--- src/hw/decode_dga_pkg.sv ---
package decode_dga_pkg;

   // control-store operation field
   typedef enum logic [4:0] {
      op_nop  = 5'd0,
      op_wpan = 5'd1,   // write panel word
      op_rpan = 5'd2,   // pop panel fifo
      op_epan = 5'd3,   // panel status onto idb
      op_clrt = 5'd4    // clear rt interrupt
   } idb_op_e;

   // written panel word in its command form
   typedef struct packed {
      logic [3:0] cmd;   // high nibble
      logic [3:0] arg;   // low nibble
   } pan_cmd_s;

   // one idb byte, seen as data or as command
   typedef union packed {
      logic [7:0] raw;
      pan_cmd_s   cmd;
   } pan_word_u;

   localparam logic [3:0] pan_cmd_mcl = 4'hf;   // master clear

   typedef enum logic [1:0] {
      pow_off  = 2'd0,
      pow_wait = 2'd1,   // power-up delay
      pow_run  = 2'd2,
      pow_fail = 2'd3    // power-fail delay
   } pow_state_e;

   // one-cycle strobes out of the decoder
   typedef struct packed {
      logic push;
      logic pop;
      logic epan;
      logic clrt;
   } pan_strobe_s;

   localparam int unsigned pfifo_depth = 8;
   localparam int unsigned pfifo_aw    = 3;

   localparam int unsigned tick_cnt_w = 4;
   localparam logic [tick_cnt_w-1:0] pow_delay = 4'd4;   // xrto ticks
   localparam logic [tick_cnt_w-1:0] rt_period = 4'd6;   // xrto ticks per rt irq

endpackage

--- src/hw/idb_decode.sv ---
`timescale 1ns/100ps

module idb_decode import decode_dga_pkg::*; (
   input  idb_op_e     xid,
   input  pan_word_u   xidb_in,
   input  logic        clear_n,    // low while sequencer clears
   output pan_strobe_s strobe,
   output logic        mcl
);

   logic is_mcl;   // written word carries the master clear command

   // same byte read through its command view
   assign is_mcl = (xidb_in.cmd.cmd == pan_cmd_mcl);

   always_comb begin
      strobe = '0;
      mcl    = 1'b0;
      // nothing decodes while the panel is held clear
      if (clear_n) begin
         case (xid)
            op_wpan: begin
               if (is_mcl)
                  mcl = 1'b1;           // command word, never stored
               else
                  strobe.push = 1'b1;   // plain data byte
            end
            op_rpan: strobe.pop  = 1'b1;
            op_epan: strobe.epan = 1'b1;   // status onto idb this cycle
            op_clrt: strobe.clrt = 1'b1;
            default: ;                     // unused codes act as nop
         endcase
      end
   end

endmodule

--- src/hw/pfifo_ctrl.sv ---
`timescale 1ns/100ps

module pfifo_ctrl import decode_dga_pkg::*; (
   input  logic                xclk,
   input  logic                rst_n,
   input  logic                push,
   input  logic                pop,
   input  logic                flush,
   output logic                wr_en,
   output logic [pfifo_aw-1:0] wr_addr,
   output logic [pfifo_aw-1:0] rd_addr,
   output logic                empty_n,
   output logic                full_n
);

   logic [pfifo_aw-1:0] wr_ptr;
   logic [pfifo_aw-1:0] rd_ptr;
   logic [pfifo_aw:0]   count;   // one extra bit for full
   logic                rd_en;

   // drop push when full and pop when empty
   assign wr_en = push && full_n && !flush;
   assign rd_en = pop && empty_n && !flush;

   assign empty_n = (count != '0);
   assign full_n  = (count != (pfifo_aw+1)'(pfifo_depth));

   assign wr_addr = wr_ptr;
   assign rd_addr = rd_ptr;

   always_ff @(posedge xclk) begin
      if (!rst_n || flush) begin
         wr_ptr <= '0;
         rd_ptr <= '0;
         count  <= '0;
      end else begin
         if (wr_en)
            wr_ptr <= wr_ptr + 1'b1;   // wraps at depth
         if (rd_en)
            rd_ptr <= rd_ptr + 1'b1;
         case ({wr_en, rd_en})
            2'b10:   count <= count + 1'b1;
            2'b01:   count <= count - 1'b1;
            default: count <= count;   // both or neither
         endcase
      end
   end

endmodule

--- src/hw/pfifo_data.sv ---
`timescale 1ns/100ps

module pfifo_data import decode_dga_pkg::*; (
   input  logic                xclk,
   input  logic                wr_en,
   input  logic [pfifo_aw-1:0] wr_addr,
   input  logic [pfifo_aw-1:0] rd_addr,
   input  pan_word_u           wdata,
   output pan_word_u           rdata
);

   logic [7:0] mem [pfifo_depth];   // panel byte store

   always_ff @(posedge xclk) begin
      if (wr_en)
         mem[wr_addr] <= wdata.raw;   // data view of the word
   end

   // head word, async read
   assign rdata.raw = mem[rd_addr];

endmodule

--- src/hw/pow_seq.sv ---
`timescale 1ns/100ps

module pow_seq import decode_dga_pkg::*; (
   input  logic       xclk,
   input  logic       rst_n,
   input  logic       xpow,        // power sense
   input  logic       expired,     // delay done
   output logic       start,       // load delay counter
   output logic       run,
   output logic       clear_n,
   output logic       powfail_n,
   output pow_state_e state
);

   pow_state_e state_nxt;

   always_ff @(posedge xclk) begin
      if (!rst_n)
         state <= pow_off;
      else
         state <= state_nxt;
   end

   always_comb begin
      state_nxt = state;
      case (state)
         pow_off: begin
            if (xpow)
               state_nxt = pow_wait;   // power came up
         end
         pow_wait: begin
            if (!xpow)
               state_nxt = pow_off;    // sense lost before run
            else if (expired)
               state_nxt = pow_run;
         end
         pow_run: begin
            if (!xpow)
               state_nxt = pow_fail;
         end
         pow_fail: begin
            // runs its full delay regardless of sense
            if (expired)
               state_nxt = pow_off;
         end
         default: state_nxt = pow_off;
      endcase
   end

   // timer loads on the edge that enters wait or fail
   assign start = (state_nxt != state) &&
                  (state_nxt == pow_wait || state_nxt == pow_fail);

   assign run       = (state == pow_run);
   assign clear_n   = (state == pow_run) || (state == pow_fail);   // clear off until fail ends
   assign powfail_n = (state != pow_fail);

endmodule

--- src/hw/rt_timer.sv ---
`timescale 1ns/100ps

module rt_timer import decode_dga_pkg::*; (
   input  logic xclk,
   input  logic rst_n,
   input  logic tick,      // xrto pulse
   input  logic start,
   input  logic run,
   input  logic clrt,
   output logic expired,
   output logic tout       // rt interrupt
);

   logic [tick_cnt_w-1:0] dly_cnt;   // sequencer delay, counts down
   logic [tick_cnt_w-1:0] per_cnt;   // rt period, counts up
   logic                  dly_act;
   logic                  per_wrap;

   assign expired  = dly_act && (dly_cnt == '0);
   assign per_wrap = run && tick && (per_cnt == rt_period - 1'b1);

   always_ff @(posedge xclk) begin
      if (!rst_n) begin
         dly_cnt <= '0;
         dly_act <= 1'b0;
      end else if (start) begin
         dly_cnt <= pow_delay;
         dly_act <= 1'b1;
      end else if (expired) begin
         dly_act <= 1'b0;   // single pulse per delay
      end else if (dly_act && tick) begin
         dly_cnt <= dly_cnt - 1'b1;
      end
   end

   always_ff @(posedge xclk) begin
      if (!rst_n || !run)
         per_cnt <= '0;   // period restarts with each run
      else if (per_wrap)
         per_cnt <= '0;
      else if (tick)
         per_cnt <= per_cnt + 1'b1;
   end

   always_ff @(posedge xclk) begin
      if (!rst_n || clrt)
         tout <= 1'b0;   // clear beats a coincident set
      else if (per_wrap)
         tout <= 1'b1;
   end

endmodule

--- src/hw/decode_dga.sv ---
`timescale 1ns/100ps

module decode_dga import decode_dga_pkg::*; (
   input  logic       xclk,
   input  logic       rst_n,
   input  logic [4:0] xid,        // control-store idb field
   input  logic [7:0] xidb_in,
   input  logic       xpow,       // power sense level
   input  logic       xrto,       // rt oscillator tick
   input  logic       xrmn,       // head onto xa when low
   output logic [3:0] xidb_out,
   output logic       xepn,
   output logic [7:0] xa,
   output logic       xemn,
   output logic       xfun,
   output logic       xpfn,
   output logic       xcln,
   output logic       xmcl,
   output logic       xtot
);

   pan_strobe_s          strobe;
   logic                 mcl;
   logic                 wr_en;
   logic [pfifo_aw-1:0]  wr_addr;
   logic [pfifo_aw-1:0]  rd_addr;
   logic                 empty_n;
   logic                 full_n;
   pan_word_u            head;
   logic                 start;
   logic                 run;
   logic                 clear_n;
   logic                 powfail_n;
   pow_state_e           pow_state;
   logic                 expired;
   logic                 tout;
   logic [3:0]           status;

   idb_decode idbs (
      .xid     (idb_op_e'(xid)),
      .xidb_in (xidb_in),
      .clear_n (clear_n),
      .strobe  (strobe),
      .mcl     (mcl)
   );

   pfifo_ctrl pfifc (
      .xclk    (xclk),
      .rst_n   (rst_n),
      .push    (strobe.push),
      .pop     (strobe.pop),
      .flush   (mcl),       // master clear empties the fifo
      .wr_en   (wr_en),
      .wr_addr (wr_addr),
      .rd_addr (rd_addr),
      .empty_n (empty_n),
      .full_n  (full_n)
   );

   pfifo_data pfifd (
      .xclk    (xclk),
      .wr_en   (wr_en),
      .wr_addr (wr_addr),
      .rd_addr (rd_addr),
      .wdata   (xidb_in),
      .rdata   (head)
   );

   pow_seq pow (
      .xclk      (xclk),
      .rst_n     (rst_n),
      .xpow      (xpow),
      .expired   (expired),
      .start     (start),
      .run       (run),
      .clear_n   (clear_n),
      .powfail_n (powfail_n),
      .state     (pow_state)
   );

   rt_timer rtt (
      .xclk    (xclk),
      .rst_n   (rst_n),
      .tick    (xrto),
      .start   (start),
      .run     (run),
      .clrt    (strobe.clrt | mcl),   // mcl also drops the rt irq
      .expired (expired),
      .tout    (tout)
   );

   // panel status word, bit 3 always zero
   assign status = {1'b0, pow_state == pow_fail, tout, ~full_n};

   assign xidb_out = strobe.epan ? status : xidb_in[3:0];
   assign xepn     = ~strobe.epan;
   assign xa       = (!xrmn && empty_n) ? head.raw : 8'h00;   // zero unless head enabled
   assign xemn     = empty_n;
   assign xfun     = full_n;
   assign xpfn     = powfail_n;
   assign xcln     = clear_n;
   assign xmcl     = mcl;
   assign xtot     = tout;

endmodule

--- config.mk ---
export PLATFORM = sky130hd
export DESIGN_NAME = decode_dga
export DESIGN_NICKNAME = d
export VERILOG_FILES = /design/src/hw/decode_dga_pkg.sv /design/src/hw/idb_decode.sv /design/src/hw/pfifo_ctrl.sv /design/src/hw/pfifo_data.sv /design/src/hw/pow_seq.sv /design/src/hw/rt_timer.sv /design/src/hw/decode_dga.sv
export SDC_FILE = /design/constraint.sdc
export NUM_CORES = 1
export LEC_CHECK = 0
export BUFFER_PORTS_ARGS = -buffer_cell sky130_fd_sc_hd__buf_4
export CAP_MARGIN = 40
export CORE_UTILIZATION = 60
export CTS_BUF_LIST = sky130_fd_sc_hd__clkbuf_2
export DETAILED_ROUTE_END_ITERATION = 12
export PLACE_DENSITY = 0.81
export SLEW_MARGIN = 20
export SYNTH_ARGS = -nofsm -noshare
export SYNTH_HDL_FRONTEND = slang
export SYNTH_SLANG_ARGS = --single-unit
--- constraint.sdc ---
create_clock -name xclk -period 3.45 [get_ports xclk]
set_clock_uncertainty 0.15 [all_clocks]
set_input_delay 0 -clock xclk [delete_from_list [all_inputs] [get_ports xclk]]
set_output_delay 0 -clock xclk [all_outputs]
set_load 0.005 [all_outputs]
==> summary.md, run 1 <==
| Metric | Value |
|---|---|
| Outcome | finished clean |
| Rows | 28 |
| Worst R2R Path Depth | 7 |
| DR DRC count | 0 |
| Synth cell types | 47 |
| RR Startpoint | pow.state[1] |
| Die area | 6621 um^2 |
| Register area share after synthesis | 0.6408 |
| Routed vias/inst | 5.790 |
| Initial antenna violation count | 0 |
| Hold Violations, Final | 0 |
| Crit end category | register |
| IO buf count | 36 |
| CTS tree | done |
| Leak | 1.579 nW |
| Worst-path maximum fanout | 10 |
| Core box area | 5991 um^2 |
| GR Util All Layers | 0.2446 |
| Tightest Hold Check Type | in2reg |
| CP startpoint | pow.state[1] |
| Cells after Synth | 260 |
| Post-route cell area | 4519 um^2 |
| CP required | 3710 ps |
| Setup TNS | 0 ps |
| Syn nets | 286 |
| Vias in the first global route | 2372 |
| WL per Instance | 17.95 um |
| Place WS | 693.6 ps |
| Die height | 81.37 um |
| Mapped Area | 3780 um^2 |
| DP Area | 4134 um^2 |
| Peak supply drop | 202.7 uV |
| Share of cells above drive strength 1 | 0.2545 |
| RSZ-0062 raised after global routing | no |
| Filler Cell Count | 382 |
| Arr. time, crit path | 3530 ps |
| Clock Power Share | 0.322 |
| Cell Int Power | 0.001426 W |
| # clock sinks | 89 |
| Non-Filler Instances | 405 |
| GPL Wtd Cong | 0.7432 |
| Comb pwr share | 0.042 |
| Setup violators final | 0 |
| Worst r2r dst | rtt.tout |
| Largest net degree at the start of global routing | 17 |
| Placed instance count | 365 |
| Initial drt markers | 131 |
| Worst Setup EP | rtt.tout |
| Startpoint types | register |
| CTS Buffer Depth | 2 |
| NumNets Final | 351 |
| Synthesis Warnings | 0 |
| H-tree depth | 3 |
| Detailed placement HPWL | 4660 um |
| Worst-margin pin slew | 817.0 ps |
| Area Overhead vs Synth | 19.56% |
| Die Wd | 81.37 um |
| Primary FF master, synth | edfxtp_1 |
| Initial Util | 0.6310 |
| Top Ports | 37 |
| Worst skew pair latency | 510 ps |
| Post-synth EDFFs | 64 |
| ANT nets after route | 0 |
| DR pass1 iterations | 4 |
| Routed wire length | 7271 um |
| Max-slew violation count | 0 |
| Asr flop ratio synth | 0 |
| Fin crit period | 3268 ps |
| Max Freq | 0.3060 GHz |
| DR vias | 2345 |
| Sw Share | 0.2112 |
| Critical path type | reg2reg |
| Worst slew margin | 0.4546 |
| Final WS setup | 181.6 ps |
| Avg Inst Size Synth | 14.54 um^2 |
| Max-Cap Viols | 0 |
| Setup slack on the worst flop-to-flop path | 180 ps |
| Period utilization | 0.9474 |
| CTS root buffer | clkbuf_2 |
| First-pass GRT wire length | 11480 um |
| GRT overflow | 0 |
| Flop pwr share | 0.637 |
| Worst-path clk slew | 220 ps |
| Inserted Clock Buffers | 9 |
| Diode count | 0 |
| Switching power | 0.0003818 W |
| Register bit total from synthesis | 89 |
| Power Density | 400.0 nW/um^2 |
cell type report:
cell class | instances | area [um^2] | share of cell area
Sequential cell | 89 | 2424 | 0.5363
Multi-Input combinational cell | 151 | 1286 | 0.2846
Timing Repair Buffer | 65 | 543.0 | 0.1202
Clock inverter | 7 | 93.84 | 0.02076
Tap cell | 75 | 93.84 | 0.02076
Clock buffer | 9 | 45.04 | 0.009967
Inverter | 9 | 33.78 | 0.007475
worst min-delay path by stage:
stage	from	to	slack (ps)	depth (start not counted)
after floorplan	xpow	pow.state[0]	-60	1
after global placement	xpow	pow.state[0]	60	2
after detailed placement	xpow	pow.state[0]	60	2
after CTS	xid[3]	register	20	6
after global routing	xid[3]	pfifc.rd_addr[0]	60	6
final	xid[3]	pfifc.rd_addr[0]	50	6
worst max-delay path: stages (launching register included):
cell and delay (ps):
dfxtp_2 440, nor4b_4 220, dlygate4sd3_1 650, nand2_2 70, dlygate4sd3_1 640, o21ai_4 300, a311oi_1 120, dlygate4sd3_1 590
per-stage QoR:
stage	total power [W]	hold WS [ps]	util
after floorplan	0.001195	-56.41	-
after global placement	0.001231	62.45	0.6901
after detailed placement	0.001232	62.89	0.6901
after CTS	0.001816	17.04	0.7500
after global routing	0.001857	62.27	0.7544
final	0.001808	50.25	0.7544
power groups by stage:
stage / sequential, W / combinational, W / clock (W)
after global routing: 0.00115 / 0.0000824 / 0.000622
final: 0.00115 / 0.0000751 / 0.000582
after CTS: 0.00115 / 0.0000735 / 0.000591
after floorplan: 0.00117 / 0.0000215 / 0
after global placement: 0.00117 / 0.0000572 / 0
after detailed placement: 0.00117 / 0.0000582 / 0
kinds of logic after synthesis:
kind of cell / count (synthesis) / synth area share
simple gates: 77 / 0.1122
fa+ha+maj: 8 / 0.02648
buf+inv: 20 / 0.02151
mux: 31 / 0.1357
compound gates: 26 / 0.04237
flops: 89 / 0.6408
xor+xnor: 9 / 0.02085
sequential cells by signal, indices dropped and copies added (netlist names), named ones only:
signal and cells:
pfifc.count 4, pfifc.rd_addr 3, pfifc.wr_addr 3, pfifd.mem 64, pow.state 2, rtt.dly_act 1, rtt.dly_cnt 4, rtt.per_cnt 4
rtt.tout 1
cells in the final DEF, fill, tap and decap left out, drive strengths merged, types with 7 or more instances in the layout:
cell type    instances
nand2               10
nor2                31
o21ai                7
a21oi               10
mux4                16
inv                 10
dfxtp               25
mux2i               13
edfxtp              64
clkbuf               9
buf                 43
ha                   8
dlygate4sd3         22
repair_timing:
item / CTS / global route
hold buffers: 22 / 0
buffers inserted: 0 / 1
hold endpoints to repair: 89 / 0
resized for setup: 0 / 3
endpoints found under the setup margin: 0 / 3
synth_stat cells (2+ instances only):
| master | n | share of area |
|---|---|---|
| dfxtp_1 | 25 | 0.13 |
| o21ai_0 | 6 | 0.0079 |
| clkbuf_1 | 3 | 0.0030 |
| nor3_1 | 3 | 0.0040 |
| inv_1 | 9 | 0.0089 |
| nand2_1 | 9 | 0.0089 |
| buf_1 | 3 | 0.0030 |
| buf_2 | 5 | 0.0066 |
| xor2_1 | 5 | 0.012 |
| mux2i_1 | 13 | 0.034 |
| a21oi_1 | 10 | 0.013 |
| nor2b_1 | 3 | 0.0050 |
| mux2_2 | 2 | 0.0060 |
| a211oi_1 | 3 | 0.0060 |
| nor2_1 | 31 | 0.031 |
| xnor2_1 | 4 | 0.0093 |
| edfxtp_1 | 64 | 0.51 |
| nor3b_1 | 3 | 0.0060 |
| nand2b_1 | 4 | 0.0066 |
| nand4_1 | 3 | 0.0050 |
| ha_1 | 8 | 0.026 |
| mux4_2 | 16 | 0.095 |
| or3_1 | 4 | 0.0066 |
per-layer routing:
metal	vias up	part of all wire	GRT usage
li1	1110	-	-
met4	0	0.021	0.1161
met2	80	0.51	0.4175
met3	15	0.054	0.03596
met5	-	0	0
met1	1140	0.41	0.3049
Power figures use the tool's default switching activity.
==> run 2, diff against run 1 <==
--- a/config.mk
+++ b/config.mk
@@ -7,6 +7,7 @@
 export LEC_CHECK = 0
 export BUFFER_PORTS_ARGS = -buffer_cell sky130_fd_sc_hd__buf_4
 export CAP_MARGIN = 40
+export CORE_ASPECT_RATIO = 1.4
 export CORE_UTILIZATION = 60
 export CTS_BUF_LIST = sky130_fd_sc_hd__clkbuf_2
 export DETAILED_ROUTE_END_ITERATION = 12
==> run 2 against run 1 <==
Against the previous run: count of clock-buffer cells in the layout increased by 3; design area shrank 0.36%; wire length grew 1.5%; cell count is 0.74% lower; non-clock buffer count increased by 2; die area is essentially flat; critical path type unchanged; largest cell class unchanged; largest power group unchanged.
==> summary.md, run 2 (same netlist as run 1, synthesis figures left out) <==
| Metric | Value |
|---|---|
| Die height | 95.91 um (was 81.37 um) |
| First-pass GRT wire length | 11690 um (was 11480 um) |
| Max-Cap Viols | 0 (unchanged) |
| Commonest non-fill, non-tap cell in the layout | edfxtp_1 (unchanged) |
| Fin crit period | 3265 ps (was 3268 ps) |
| # clock sinks | 89 (unchanged) |
| Area Overhead vs Synth | 19.13% (was 19.56%) |
| Startpoint types | register (unchanged) |
| Arr. time, crit path | 3540 ps (was 3530 ps) |
| Share of cells above drive strength 1 | 0.2590 (was 0.2545) |
| Commonest cells after routing, fill and taps aside | edfxtp_1, buf_4, nor2_1, dfxtp_1, dlygate4sd3_1 (unchanged) |
| CP required | 3730 ps (was 3710 ps) |
| Routed wire length | 7381 um (was 7271 um) |
| Top Ports | 37 (unchanged) |
| ANT nets after route | 0 (unchanged) |
| GRT overflow | 0 (unchanged) |
| Crit end category | register (unchanged) |
| GR Util All Layers | 0.2398 (was 0.2446) |
| Worst skew pair latency | 530 ps (was 510 ps) |
| Inserted Clock Buffers | 9 (unchanged) |
| Comb pwr share | 0.043 (was 0.042) |
| Worst-path maximum fanout | 10 (unchanged) |
| Power Density | 384.4 nW/um^2 (was 400.0 nW/um^2) |
| WL per Instance | 18.36 um (was 17.95 um) |
| Post-route cell area | 4503 um^2 (was 4519 um^2) |
| RR Startpoint | pow.state[1] (unchanged) |
| DR DRC count | 0 (unchanged) |
| Period utilization | 0.9465 (was 0.9474) |
| Biggest register | pfifd.mem (unchanged) |
| Setup TNS | 0 ps (unchanged) |
| Filler Cell Count | 358 (was 382) |
| DR pass1 iterations | 4 (unchanged) |
| CTS Buffer Depth | 2 (unchanged) |
| Core box area | 5987 um^2 (was 5991 um^2) |
| Worst R2R Path Depth | 7 (unchanged) |
| Clock Power Share | 0.292 (was 0.322) |
| Critical path type | reg2reg (unchanged) |
| Worst r2r dst | rtt.tout (unchanged) |
| Flip-flop count of the largest register after layout | 64 (unchanged) |
| Initial Util | 0.6313 (was 0.6310) |
| CTS root buffer | clkbuf_2 (unchanged) |
| Hold Violations, Final | 0 (unchanged) |
| Worst slew margin | 0.4687 (was 0.4546) |
| GPL Wtd Cong | 0.7708 (was 0.7432) |
| Worst-margin pin slew | 794.0 ps (was 817.0 ps) |
| Sw Share | 0.2150 (was 0.2112) |
| Outcome | finished clean (unchanged) |
| Detailed placement HPWL | 4713 um (was 4660 um) |
| Tightest Hold Check Type | in2reg (unchanged) |
| IO buf count | 36 (unchanged) |
| NumNets Final | 353 (was 351) |
| RSZ-0062 raised after global routing | no (unchanged) |
| Non-Filler Instances | 402 (was 405) |
| Cell Int Power | 0.001359 W (was 0.001426 W) |
| Min-delay src | xid[3] (unchanged) |
| H-tree depth | 3 (unchanged) |
| Place WS | 690.8 ps (was 693.6 ps) |
| Final WS setup | 184.7 ps (was 181.6 ps) |
| Initial antenna violation count | 0 (unchanged) |
| Placed instance count | 361 (was 365) |
| Max-slew violation count | 0 (unchanged) |
| Diode count | 0 (unchanged) |
| Hold Crit Depth | 6 (unchanged) |
| Worst-path clk slew | 200 ps (was 220 ps) |
| Largest net degree at the start of global routing | 17 (unchanged) |
| Die area | 6625 um^2 (was 6621 um^2) |
| Initial drt markers | 193 (was 131) |
| Max Freq | 0.3062 GHz (was 0.3060 GHz) |
| Vias in the first global route | 2388 (was 2372) |
| Flop pwr share | 0.665 (was 0.637) |
| Setup violators final | 0 (unchanged) |
| Rows | 33 (was 28) |
| DP Area | 4135 um^2 (was 4134 um^2) |
| Peak supply drop | 262.8 uV (was 202.7 uV) |
| DR vias | 2378 (was 2345) |
| Switching power | 0.0003722 W (was 0.0003818 W) |
| Die Wd | 69.08 um (was 81.37 um) |
| Util after Layout | 0.7521 (was 0.7544) |
| Setup slack on the worst flop-to-flop path | 180 ps (about the same) |
| Routed vias/inst | 5.915 (was 5.790) |
| Leak | 1.582 nW (was 1.579 nW) |
| CTS tree | done (unchanged) |
## run 2: changes by cell type in the layout (fill, tap and decap cells not counted)
cell / change
clkbuf_2: +3
clkinv_4: -1
buf_8: +1
buf_4: +1
bufinv_16: -1
inv_6: -1
## run 2: critical path, stage by stage (launching register included)
cell           delay, ps
dfxtp_2              440
nor4b_4              250
dlygate4sd3_1        670
nand2_2               70
dlygate4sd3_1        640
o21ai_4              300
a311oi_1              90
dlygate4sd3_1        570
## run 2: worst max path at each step
stage	depth (start not counted)	startpoint	to
final	7	pow.state[1]	rtt.tout
after global routing	8	pow.state[1]	pfifc.count[3]
after CTS	7	pow.state[1]	rtt.tout
after detailed placement	10	pow.state[1]	pfifc.count[2]
after global placement	10	pow.state[1]	pfifc.count[2]
after floorplan	11	pfifc.count[1]	pfifc.count[2]
## run 2: power groups by stage
stage / combinational, W / sequential, W / clock (W)
after detailed placement: 0.0000588 / 0.00117 / 0
final: 0.0000753 / 0.00115 / 0.000505
after CTS: 0.0000736 / 0.00115 / 0.000507
after global routing: 0.0000824 / 0.00115 / 0.000544
after floorplan: 0.0000215 / 0.00117 / 0
after global placement: 0.0000570 / 0.00117 / 0
## run 2: repair_timing
| action | 4_1_cts | 5_1_grt |
|---|---|---|
| hold buffers | 22 | 0 |
| resized for setup | 0 | 3 |
| setup endpoints to repair | 0 | 3 |
| endpoints found under the hold margin | 89 | 0 |
| buffers inserted | 0 | 1 |
## run 2: area by class of cell
class,count,area [um^2],area share
Clock inverter,4,46.29,0.01028
Clock buffer,12,60.06,0.01334
Tap cell,70,87.58,0.01945
Sequential cell,89,2424,0.5382
Timing Repair Buffer,67,565.5,0.1256
Multi-Input combinational cell,151,1286,0.2856
Inverter,9,33.78,0.007502
## run 2: metal layers
metal / global-route usage / vias up / wire length, um
li1: - / 1119 / -
met5: 0 / - / 0
met4: 0.09524 / 0 / 189
met2: 0.4377 / 61 / 3967
met1: 0.2734 / 1179 / 2908
met3: 0.05550 / 19 / 315
## run 2: metrics by stage
| stage | total power, W | hold slack, ps |
|---|---|---|
| floorplan | 0.001195 | -56.41 |
| global placement | 0.001230 | 62.85 |
| detailed placement | 0.001232 | 71.52 |
| CTS | 0.001731 | 8.191 |
| global route | 0.001778 | 37.76 |
| finish | 0.001731 | 22.88 |
